==> src/vec_defines.svh <==
`ifndef VEC_DEFINES_SVH
`define VEC_DEFINES_SVH

// element width
`define VEC_DATA_W 32

// register file address, wraps modulo depth
`define VEC_ADDR_W 6
`define VEC_DEPTH 64

// command word and its fields
`define VEC_CMD_W 32
`define VEC_OP_W 4

// length field holds 1..64, so one bit wider than an address
`define VEC_LEN_W 7

`endif

==> src/vec_pkg.sv <==
`include "vec_defines.svh"

package vec_pkg;

    // opcodes, same field position in every command view
    typedef enum logic [`VEC_OP_W-1:0] {
        OP_SETLEN = 4'd0,
        OP_ADD    = 4'd1,
        OP_SUB    = 4'd2,
        OP_AND    = 4'd3,
        OP_OR     = 4'd4,
        OP_XOR    = 4'd5
    } vec_op_e;

    // command word, view picked by the opcode
    typedef union packed {
        // arithmetic view
        struct packed {
            vec_op_e                 op;
            logic [`VEC_ADDR_W-1:0]  vd;
            logic [`VEC_ADDR_W-1:0]  vs1;
            logic [`VEC_ADDR_W-1:0]  vs2;
            // spare low bits
            logic [`VEC_CMD_W-`VEC_OP_W-3*`VEC_ADDR_W-1:0] pad;
        } arith;
        // length view
        struct packed {
            vec_op_e                 op;
            // element count, 1..64
            logic [`VEC_LEN_W-1:0]   len;
            logic [`VEC_CMD_W-`VEC_OP_W-`VEC_LEN_W-1:0] pad;
        } setlen;
    } vec_cmd_t;

endpackage

==> src/vec_alu.sv <==
`include "vec_defines.svh"

module vec_alu
    import vec_pkg::*;
(
    input  logic                    clk,
    input  logic                    rst,
    input  vec_op_e                 op,
    input  logic [`VEC_DATA_W-1:0]  opnd_a,
    input  logic [`VEC_DATA_W-1:0]  opnd_b,
    output logic [`VEC_DATA_W-1:0]  result
);

    logic [`VEC_DATA_W-1:0] alu_d;

    // element op, add and sub wrap modulo 2^32
    always_comb begin
        case (op)
            OP_ADD:  alu_d = opnd_a + opnd_b;
            OP_SUB:  alu_d = opnd_a - opnd_b;
            OP_AND:  alu_d = opnd_a & opnd_b;
            OP_OR:   alu_d = opnd_a | opnd_b;
            OP_XOR:  alu_d = opnd_a ^ opnd_b;
            // setlen never reaches here
            default: alu_d = '0;
        endcase
    end

    // loads every cycle, controller decides which ones get written
    always_ff @(posedge clk) begin
        if (rst) begin
            result <= '0;
        end else begin
            result <= alu_d;
        end
    end

endmodule

==> src/vec_cmd_decode.sv <==
`include "vec_defines.svh"

module vec_cmd_decode
    import vec_pkg::*;
(
    input  logic                    clk,
    input  logic                    rst,
    input  vec_cmd_t                cmd,
    input  logic                    cmd_valid,
    input  logic                    busy,
    output logic                    len_we,
    output logic [`VEC_LEN_W-1:0]   len,
    output logic                    start,
    output vec_op_e                 op,
    output logic [`VEC_ADDR_W-1:0]  vs1_base,
    output logic [`VEC_ADDR_W-1:0]  vs2_base,
    output logic [`VEC_ADDR_W-1:0]  vd_base
);

    vec_op_e cmd_op;
    logic    is_setlen;
    logic    is_arith;

    // opcode sits in the same bits for both views
    assign cmd_op    = cmd.arith.op;
    assign is_setlen = (cmd_op == OP_SETLEN);

    // unknown opcodes are dropped
    always_comb begin
        case (cmd_op)
            OP_ADD, OP_SUB, OP_AND, OP_OR, OP_XOR: is_arith = 1'b1;
            default: is_arith = 1'b0;
        endcase
    end

    // strobes to the controller, one cycle after the command
    always_ff @(posedge clk) begin
        if (rst) begin
            len_we <= 1'b0;
            start  <= 1'b0;
        end else begin
            len_we <= cmd_valid && is_setlen;
            start  <= cmd_valid && is_arith;
        end
    end

    // field capture, held until the next command of that kind
    always_ff @(posedge clk) begin
        if (cmd_valid && is_setlen) begin
            len <= cmd.setlen.len;
        end
        if (cmd_valid && is_arith) begin
            op       <= cmd_op;
            vd_base  <= cmd.arith.vd;
            vs1_base <= cmd.arith.vs1;
            vs2_base <= cmd.arith.vs2;
        end
    end

    // sender must wait for busy to drop, nothing is queued
    a_no_cmd_when_busy: assert property (@(posedge clk) disable iff (rst)
        cmd_valid |-> !busy)
        else $error("vec_cmd_decode: command issued while busy");

    // zero length would leave the counter with no last element
    a_len_nonzero: assert property (@(posedge clk) disable iff (rst)
        (cmd_valid && is_setlen) |-> (cmd.setlen.len != '0 && cmd.setlen.len <= `VEC_DEPTH))
        else $error("vec_cmd_decode: length out of range");

endmodule

==> src/vec_iter_ctrl.sv <==
`include "vec_defines.svh"

module vec_iter_ctrl (
    input  logic                    clk,
    input  logic                    rst,
    input  logic                    len_we,
    input  logic [`VEC_LEN_W-1:0]   len,
    input  logic                    start,
    input  logic                    stall,
    input  logic [`VEC_ADDR_W-1:0]  vs1_base,
    input  logic [`VEC_ADDR_W-1:0]  vs2_base,
    input  logic [`VEC_ADDR_W-1:0]  vd_base,
    output logic [`VEC_ADDR_W-1:0]  rd_addr_a,
    output logic [`VEC_ADDR_W-1:0]  rd_addr_b,
    output logic                    wb_en,
    output logic [`VEC_ADDR_W-1:0]  wb_addr,
    output logic                    done,
    output logic                    busy
);

    localparam logic WAITING  = 1'b0;
    localparam logic COUNTING = 1'b1;

    logic                    state;
    logic                    next_state;
    logic [`VEC_ADDR_W-1:0]  ctr;
    logic [`VEC_ADDR_W-1:0]  len_m1;
    logic [`VEC_LEN_W-1:0]   len_dec;
    logic                    last;
    logic                    rd_valid;
    logic                    wb_valid;

    // stored as length minus one, 64 maps to 63
    assign len_dec = len - 1'b1;

    always_ff @(posedge clk) begin
        if (rst) begin
            len_m1 <= '0;
        end else if (len_we) begin
            len_m1 <= len_dec[`VEC_ADDR_W-1:0];
        end
    end

    assign last = (ctr == len_m1);

    // waiting until start, counting until the last unstalled element
    always_comb begin
        case (state)
            WAITING:  next_state = start ? COUNTING : WAITING;
            COUNTING: next_state = (last && !stall) ? WAITING : COUNTING;
            default:  next_state = WAITING;
        endcase
    end

    always_ff @(posedge clk) begin
        if (rst) begin
            state <= WAITING;
        end else begin
            state <= next_state;
        end
    end

    // element index, holds on stall, back to zero after the sweep
    always_ff @(posedge clk) begin
        if (rst) begin
            ctr <= '0;
        end else if (start) begin
            ctr <= '0;
        end else if (state == COUNTING && !stall) begin
            ctr <= last ? '0 : ctr + 1'b1;
        end
    end

    // operand addresses, wrap modulo depth
    assign rd_addr_a = vs1_base + ctr;
    assign rd_addr_b = vs2_base + ctr;

    // a read counts only when not stalled
    assign rd_valid = (state == COUNTING) && !stall;
    assign done     = rd_valid && last;

    // write stage lines up with the alu output register
    always_ff @(posedge clk) begin
        if (rst) begin
            wb_valid <= 1'b0;
        end else begin
            wb_valid <= rd_valid;
        end
    end

    always_ff @(posedge clk) begin
        wb_addr <= vd_base + ctr;
    end

    assign wb_en = wb_valid;

    // covers the decode cycle through the last write
    assign busy = start || (state == COUNTING) || wb_valid;

    // a new sweep may only begin once the previous one has closed
    a_start_when_idle: assert property (@(posedge clk) disable iff (rst)
        start |-> (state == WAITING))
        else $error("vec_iter_ctrl: start during a sweep");

    // a length change mid sweep would let the index run past the end
    a_ctr_in_range: assert property (@(posedge clk) disable iff (rst)
        (state == COUNTING) |-> (ctr <= len_m1))
        else $error("vec_iter_ctrl: element index past length");

endmodule

==> src/vec_regfile.sv <==
`include "vec_defines.svh"

module vec_regfile (
    input  logic                    clk,
    input  logic                    rst,
    input  logic [`VEC_ADDR_W-1:0]  rd_addr_a,
    input  logic [`VEC_ADDR_W-1:0]  rd_addr_b,
    output logic [`VEC_DATA_W-1:0]  opnd_a,
    output logic [`VEC_DATA_W-1:0]  opnd_b,
    input  logic                    wb_en,
    input  logic [`VEC_ADDR_W-1:0]  wb_addr,
    input  logic [`VEC_DATA_W-1:0]  wb_data,
    input  logic                    ld_en,
    input  logic [`VEC_ADDR_W-1:0]  ld_addr,
    input  logic [`VEC_DATA_W-1:0]  ld_data,
    input  logic [`VEC_ADDR_W-1:0]  obs_addr,
    output logic [`VEC_DATA_W-1:0]  obs_data
);

    logic [`VEC_DATA_W-1:0]  mem [`VEC_DEPTH];
    logic                    we;
    logic [`VEC_ADDR_W-1:0]  waddr;
    logic [`VEC_DATA_W-1:0]  wdata;

    // single write port, load outside sweeps, write-back inside
    assign we    = ld_en || wb_en;
    assign waddr = ld_en ? ld_addr : wb_addr;
    assign wdata = ld_en ? ld_data : wb_data;

    always_ff @(posedge clk) begin
        if (we) begin
            mem[waddr] <= wdata;
        end
    end

    // previous element is still on the write port when the next one reads,
    // so forward it to keep overlapping operands in order
    assign opnd_a = (we && waddr == rd_addr_a) ? wdata : mem[rd_addr_a];
    assign opnd_b = (we && waddr == rd_addr_b) ? wdata : mem[rd_addr_b];

    // readback sees settled contents only
    assign obs_data = mem[obs_addr];

    // loads are gated by busy outside, write-back only runs while busy
    a_one_writer: assert property (@(posedge clk) disable iff (rst)
        !(ld_en && wb_en))
        else $error("vec_regfile: load collides with write-back");

endmodule

==> src/vec_unit.sv <==
`include "vec_defines.svh"

module vec_unit
    import vec_pkg::*;
(
    input  logic                    clk,
    input  logic                    rst,
    input  vec_cmd_t                cmd,
    input  logic                    cmd_valid,
    input  logic                    stall,
    input  logic                    ld_en,
    input  logic [`VEC_ADDR_W-1:0]  ld_addr,
    input  logic [`VEC_DATA_W-1:0]  ld_data,
    input  logic [`VEC_ADDR_W-1:0]  obs_addr,
    output logic [`VEC_DATA_W-1:0]  obs_data,
    output logic                    done,
    output logic                    busy
);

    // decoder to controller
    logic                    len_we;
    logic [`VEC_LEN_W-1:0]   len;
    logic                    start;
    logic [`VEC_ADDR_W-1:0]  vs1_base;
    logic [`VEC_ADDR_W-1:0]  vs2_base;
    logic [`VEC_ADDR_W-1:0]  vd_base;
    vec_op_e                 op;

    // controller to register file
    logic [`VEC_ADDR_W-1:0]  rd_addr_a;
    logic [`VEC_ADDR_W-1:0]  rd_addr_b;
    logic                    wb_en;
    logic [`VEC_ADDR_W-1:0]  wb_addr;

    // datapath
    logic [`VEC_DATA_W-1:0]  opnd_a;
    logic [`VEC_DATA_W-1:0]  opnd_b;
    logic [`VEC_DATA_W-1:0]  result;

    vec_cmd_decode u_decode (
        .clk(clk), .rst(rst), .cmd(cmd), .cmd_valid(cmd_valid), .busy(busy),
        .len_we(len_we), .len(len), .start(start), .op(op),
        .vs1_base(vs1_base), .vs2_base(vs2_base), .vd_base(vd_base)
    );

    vec_iter_ctrl u_iter_ctrl (
        .clk(clk), .rst(rst), .len_we(len_we), .len(len), .start(start),
        .stall(stall), .vs1_base(vs1_base), .vs2_base(vs2_base), .vd_base(vd_base),
        .rd_addr_a(rd_addr_a), .rd_addr_b(rd_addr_b), .wb_en(wb_en),
        .wb_addr(wb_addr), .done(done), .busy(busy)
    );

    // alu result is the write-back data
    vec_regfile u_regfile (
        .clk(clk), .rst(rst), .rd_addr_a(rd_addr_a), .rd_addr_b(rd_addr_b),
        .opnd_a(opnd_a), .opnd_b(opnd_b), .wb_en(wb_en), .wb_addr(wb_addr),
        .wb_data(result), .ld_en(ld_en), .ld_addr(ld_addr), .ld_data(ld_data),
        .obs_addr(obs_addr), .obs_data(obs_data)
    );

    vec_alu u_alu (
        .clk(clk), .rst(rst), .op(op), .opnd_a(opnd_a), .opnd_b(opnd_b),
        .result(result)
    );

endmodule
==> config.mk <==
export PLATFORM = sky130hd
export DESIGN_NAME = vec_unit
export DESIGN_NICKNAME = d
export VERILOG_FILES = /design/src/vec_pkg.sv /design/src/vec_alu.sv /design/src/vec_cmd_decode.sv /design/src/vec_iter_ctrl.sv /design/src/vec_regfile.sv /design/src/vec_unit.sv
export VERILOG_INCLUDE_DIRS = /design/src /design/src/src
export SDC_FILE = /design/constraint.sdc
export NUM_CORES = 2
export LEC_CHECK = 0
export ABC_CLOCK_PERIOD_IN_PS = 17750
export BUFFER_PORTS_ARGS = -buffer_cell sky130_fd_sc_hd__buf_2
export CAP_MARGIN = 20
export CORE_MARGIN = 5
export CORE_UTILIZATION = 42
export CTS_CLUSTER_SIZE = 14
export DETAILED_ROUTE_END_ITERATION = 16
export HOLD_SLACK_MARGIN = 0.08
export PLACE_DENSITY_LB_ADDON = 0.1
export SETUP_SLACK_MARGIN = 0.2
export SYNTH_ARGS = -nofsm -noshare
export SYNTH_HDL_FRONTEND = slang
export SYNTH_SLANG_ARGS = --single-unit
==> constraint.sdc <==
create_clock -name clk -period 17.75 [get_ports clk]
set_clock_uncertainty 0.1 [all_clocks]
set_input_delay 0.8875 -clock clk [delete_from_list [all_inputs] [get_ports clk]]
set_output_delay 0.8875 -clock clk [all_outputs]
set_load 0.01 [all_outputs]
---- Word level (Yosys, flattened, before mapping) ----
Memories as Yosys holds them, arrays and structs flattened.
Index checks and enable logic that the tools add are counted.
Widths: inputs -> output; s select.
word-level totals
  word-level logic and storage cells ...... 64
  bits of input ports ..................... 81
  bits in writable memories ............... 2048
  flip-flop bits (word level) ............. 82
  output and inout port bits .............. 34
  memories kept ........................... 1
cells by class
  bitwise operators ....................... 4
  reductions and logical operators ........ 14
  add/subtract/negate cells ............... 7
  eq/ne operators ......................... 13
  multiplexer cells ....................... 12
memory list
  memory         words  width  read ports  clocked after Yosys merged registers in  write ports  RTL line           RTL
  u_regfile.mem  64     32     3           0                                        1            vec_regfile.sv:20  logic [`VEC_DATA_W-1:0] mem [`VEC_DEPTH];
operators by type and width
  operator             count
  $pmux 32 s5          1
  $mux 32              3
  $add 32x32->32       1
  $and 32x32->32       1
  $or 32x32->32        1
  $sub 32x32->32       1
  $xor 32x32->32       1
  $add 6x6->6          3
  $eq 6x6->1           3
  $eq 4x2->1 const B   4
  $eq 4x3->1 const B   4
  $mux 6               2
  $eq 4x1->1 const B   2
  $logic_and 1x1->1    7
  $add 6x1->6 const B  1
  $sub 6x1->6 const B  1
  $mux 1               5
  $reduce_or 5->1      1
  $logic_not 4->1      1
  $logic_or 1x1->1     3
  $pmux 1 s2           1
  $reduce_or 2->1      1
  $logic_not 1->1      1
  $not 1->1            1

---- Logic depth before layout (Yosys ltp) ----
  depth in word-level cells ............... 6
  mapped depth ............................ 37
  depth with buffers taken out ............ 34

---- Modules after synthesis ----
Synthesis repeated with hierarchy kept, for this count alone.
second synthesis, totals
  cell total of the unflattened synthesis .. 7587
  area total of the unflattened synthesis .. 120144.0 um^2
modules (own cells, without submodules)
  module          seq. area each (um^2)  instances  area each (um^2)  cells an instance
  vec_regfile     61499.0                1          112843.2          6740
  vec_alu         640.6                  1          4929.7            666
  vec_iter_ctrl   400.4                  1          1402.6            144
  vec_cmd_decode  910.9                  1          968.4             37

---- Worst setup path before layout ----
No wires, ideal clock.
  path kind ............................... reg-to-reg
  start point ............................. reg u_iter_ctrl.ctr[0]
  end point ............................... reg u_alu.result[30]
  arrival time ............................ 7825 ps
  library setup time ...................... 147 ps
  cell stages (with the launch flop) ...... 30
  slack ................................... 9678 ps
  cell sequence ........................... dfxtp_1 -> ha_1 -> clkbuf_1 -> buf_2 -> clkbuf_1 -> buf_1 -> buf_1 -> mux4_2 -> mux4_2 -> a211oi_1 -> a21oi_1 -> mux2i_1 -> ha_1 -> inv_1 -> fa_1 -> a21o_1 -> a21o_1 -> a211oi_1 -> o211ai_1 -> a31o_2 -> a21oi_1 -> o21ai_0 -> a31oi_1 -> o22ai_1 -> a221o_1 -> a21o_1 -> a21oi_1 -> o21ai_0 -> xnor2_1 -> o22ai_1
between the ends
  longest elaborated chain between the ends .. 6
  elaborated cells between the ends (all ways) .. 15
RTL lines
  element                                                                RTL line             RTL
  start: declaration                                                     vec_iter_ctrl.sv:26  logic [`VEC_ADDR_W-1:0] ctr;
  start signal: assignment                                               vec_iter_ctrl.sv:70  ctr <= last ? '0 : ctr + 1'b1;
  parallel branches: the longest is 5 deep, another holds $mem_v2 64x32  --
  $pmux 32 s5 (*)                                                        vec_alu.sv:18        case (op)
  end signal: assignment                                                 vec_alu.sv:34        result <= alu_d;
  end: declaration                                                       vec_alu.sv:11        output logic [`VEC_DATA_W-1:0] result
Every way passes the cells marked *.
A chain may end at the register's enable or synchronous reset.

---- Worst setup path in the final report ----
Same ends and word-level chain as after synthesis.

==> metrics.md <==
| Metric | Value |
|---|---|
| Status | finished clean |
| CP most frequent cell | a21oi_1 |
| P&R area growth vs syn | 11.6% |
| R2r endpoint | u_alu.result[30] |
| Core region area | about 0.28 sq mm |
| Routed Antenna Nets | 0 |
| Vias in the first global route | roughly 73k |
| RSZ-0062 raised after global routing | false |
| Critical Path Source | u_iter_ctrl.ctr[0] |
| PostCTS Resize Cnt | 0 |
| Synth cell types | 100 |
| EDFF count, synth | 2076 |
| Total number of vias | roughly 75k |
| Tcrit/Tclk final | 63.6% |
| Critical Path Max Stage Delay | 1.14 ns |
| H-tree Lvls | 4 |
| Most common cell in the synthesized netlist | edfxtp_1 |
| Worst reg2reg setup slack | 6.47 ns |
| Pleak | about 42 nW |
| Power per cell area | 97.5 mW/mm^2 |
| Syn Area/Cell | 19.5 sq um |
| Initial DRC count | 12.0k |
| Max clock buf depth | 4 |
| CP Launch Type | register |
| Clock transition at path regs | 0.06 ns |
| Ys flop type | edfxtp_1 |
| Ports | 115 |
| TritonCTS clock tree | done |
| Crit path max-delay cell type | fa_4 |
| Mapped Cells | 6128 |
| Post-Syn Area | 0.119 sq mm |
| Avg WL per Cell | 46.8 um |
| WHS Endpoint | u_decode.start |
| Worst reg2reg startpoint | u_iter_ctrl.ctr[0] |
| Slew HR | approximately a fifth |
| Nets | 6444 |
| Setup crit end kind | register |
| Cts bufs inserted | approximately 240 |
| Layout cell share with drive strength beyond 1 | 42.8% |
| # rows | 195 |
| Syn_nets | 6326 |
| HP Start | rst |
| FF-to-FF path depth | 32 |
| Post-synth top area share | 52.3% |
| Gr usage total | 31.9% |
| Minimum clock period | between 10 and 15 ns |
| Die X-Extent | 543 um |
| Largest net degree at the start of global routing | 113 |
| Die height | 543 um |
| Maximum VDD drop | about 0.000096 V |
| Die area | 0.295 sq mm |
| I/O Buffers | roughly 100 |
| Post-synth top area cell | edfxtp_1 |
| Router iterations before antenna repair | 8 |
| Top cells by count, synth | edfxtp_1 (2076), mux4_2 (1777), clkbuf_1 (257) |
| Max frequency | 88.7 MHz |
| Slew Limit Fails | 0 |
| Post-route DRC | 0 |
| Via density | ~7.4 |
| Synth Warn # | 0 |
| Sinks on Clock Net | around 2.1k |
| CP required | 18.43 ns |
| CP Data Arrival Time | 11.96 ns |
| Initial Utilization | 42.2% |
| GRT overflow | 0 |
| Final GP Congestion | 0.885 |
| Critical setup path kind | register to register |
| Clock root buffer master | clkbuf_16 |
| Final setup fails | 0 |
| Routed Wire Length | 477 mm |
| Post-synth ARST share | 0% |
| Initial antenna violation count | 26 |
| Seq/Total Area, Yosys | 53.2% |
| Max-Cap Viols | 0 |
| Tot Pwr | 13.0 mW |
| Final hold vios | 0 |
| Hpwl dp | 276 mm |
| Setup TNS Final | 0 ns |
| Slew @ Worst Pin | 1.21 ns |
| CP max FO | 93 |
| Clock Latency Late Sink | 0.95 ns |
| Largest cells by area after synthesis | edfxtp_1 (52%), mux4_2 (34%), mux4_1 (1.4%), ha_1 (1.2%), mux2_2 (1.1%) |
| Global-route wire length before repair | 642 mm |
| Hold Path Stages | 2 |
| FF+latch count, synth | 2130 |
| Worst hold path class | primary input to register |
==> cell usage in the layout (no fill, tap or decap), types with 32 or more instances in the layout <==
master        n
a211oi_1     54
a21oi_1      90
and3_1       32
buf_2        98
buf_4       243
clkbuf_1     43
clkbuf_16   246
clkinv_1     48
clkinv_2     52
dfxtp_1      54
edfxtp_1   2076
ha_1        111
inv_1        83
mux2_2      113
mux2i_1     120
mux4_1       64
mux4_2     1777
nand2_1     232
nand3_1      50
nor2_1      107
nor2_4       66
nor2b_1      48
o21ai_0      72
o22ai_1      48
xnor2_1      68
==> repair_timing <==
action | 4_1_cts | 5_1_grt
hold endpoints to repair | 28 | 0
buffers inserted | 0 | 0
hold buffers | 22 | 0
==> power by group <==
part,total (mW),leakage (nW),switching (mW),internal [mW]
combinational,2.24,18.9,1.30,0.940
sequential,5.62,19.4,0.0234,5.60
clock,5.12,3.89,2.17,2.95
total,13.0,42.2,3.49,9.49
==> registers in the layout, summed over array words and instances (netlist names) <==
| signal | count |
|---|---|
| u_decode.len | 6 |
| u_decode.len_we | 1 |
| u_decode.vs2_base | 6 |
| u_decode.start | 1 |
| u_iter_ctrl.len_m1 | 6 |
| u_iter_ctrl.wb_addr | 6 |
| u_iter_ctrl.ctr | 6 |
| u_regfile.mem | 2048 |
| u_iter_ctrl.wb_en | 1 |
| u_decode.op | 4 |
| u_decode.vs1_base | 6 |
| u_decode.vd_base | 6 |
| u_iter_ctrl.state | 1 |
| u_alu.result | 32 |
==> routing by layer <==
metal  global-route usage [%]  routed length, um  up-vias
li1                         -                  -    27400
met1                     44.1             178000    40900
met2                     47.7             214000     6014
met3                     8.93              59000     1053
met4                     14.1              26300       14
met5                        0                 86        -
==> cell families (layout without fill, tap and decap cells) <==
group / count (synthesis) / count (layout) / synth area share [%]
xor+xnor: 100 / 100 / 0.752
fa+ha+maj: 117 / 117 / 1.25
flops: 2130 / 2130 / 53.2
buf+inv: 610 / 933 / 2.60
other cells: 0 / 11 / 0
simple gates: 636 / 636 / 2.49
mux: 2078 / 2078 / 37.1
compound gates: 457 / 457 / 2.61
==> worst max-delay path: cells and delay by family, from the launching register on <==
family | cells | cell delay, ns
AOI/OAI and AO/OA | 16 | 4.50
xor gates and xnor gates | 2 | 0.32
adders and majority gates | 3 | 1.61
buffers and inverters | 5 | 2.10
DFF | 1 | 0.59
muxes | 1 | 0.42
and+or+nand+nor | 5 | 1.23
==> worst max-delay path by stage <==
stage	endpoint	slack, ns	cells after the start
5_1_grt	u_alu.result[30]	6.12	31
3_5_place_dp	u_alu.result[30]	6.67	32
3_3_place_gp	u_alu.result[30]	6.49	32
2_1_floorplan	u_alu.result[30]	9.68	29
6_report	u_alu.result[30]	6.47	32
4_1_cts	u_alu.result[30]	6.59	32
==> metrics by stage <==
| stage | instance area (sq um) | hold WS [ns] | setup slack (ns) | utilization [%] | instances |
|---|---|---|---|---|---|
| final | 133000 | 0.215 | 6.47 | 47.1 | 10200 |
| after detailed placement | 125000 | 0.388 | 6.67 | 44.1 | 9714 |
| after floorplan | 119000 | 0.350 | 9.68 | - | 6128 |
| after global placement | 125000 | 0.365 | 6.49 | 44.1 | 9707 |
| after CTS | 133000 | 0.180 | 6.59 | 47.0 | 10200 |
| after global routing | 133000 | 0.202 | 6.12 | 47.1 | 10200 |
==> layout make-up <==
| cell class | count | area [sq um] |
|---|---|---|
| antenna | 11 | 27.5 |
| clock buffer | 295 | 6400 |
| clock inverter | 151 | 1560 |
| fill | 23400 | 149000 |
| inverter | 86 | 323 |
| multi-input combinational | 3388 | 53500 |
| sequential | 2130 | 63400 |
| tap | 3743 | 4680 |
| timing repair buffer | 401 | 3260 |
Note: power is estimated with default switching activity, not from simulation.
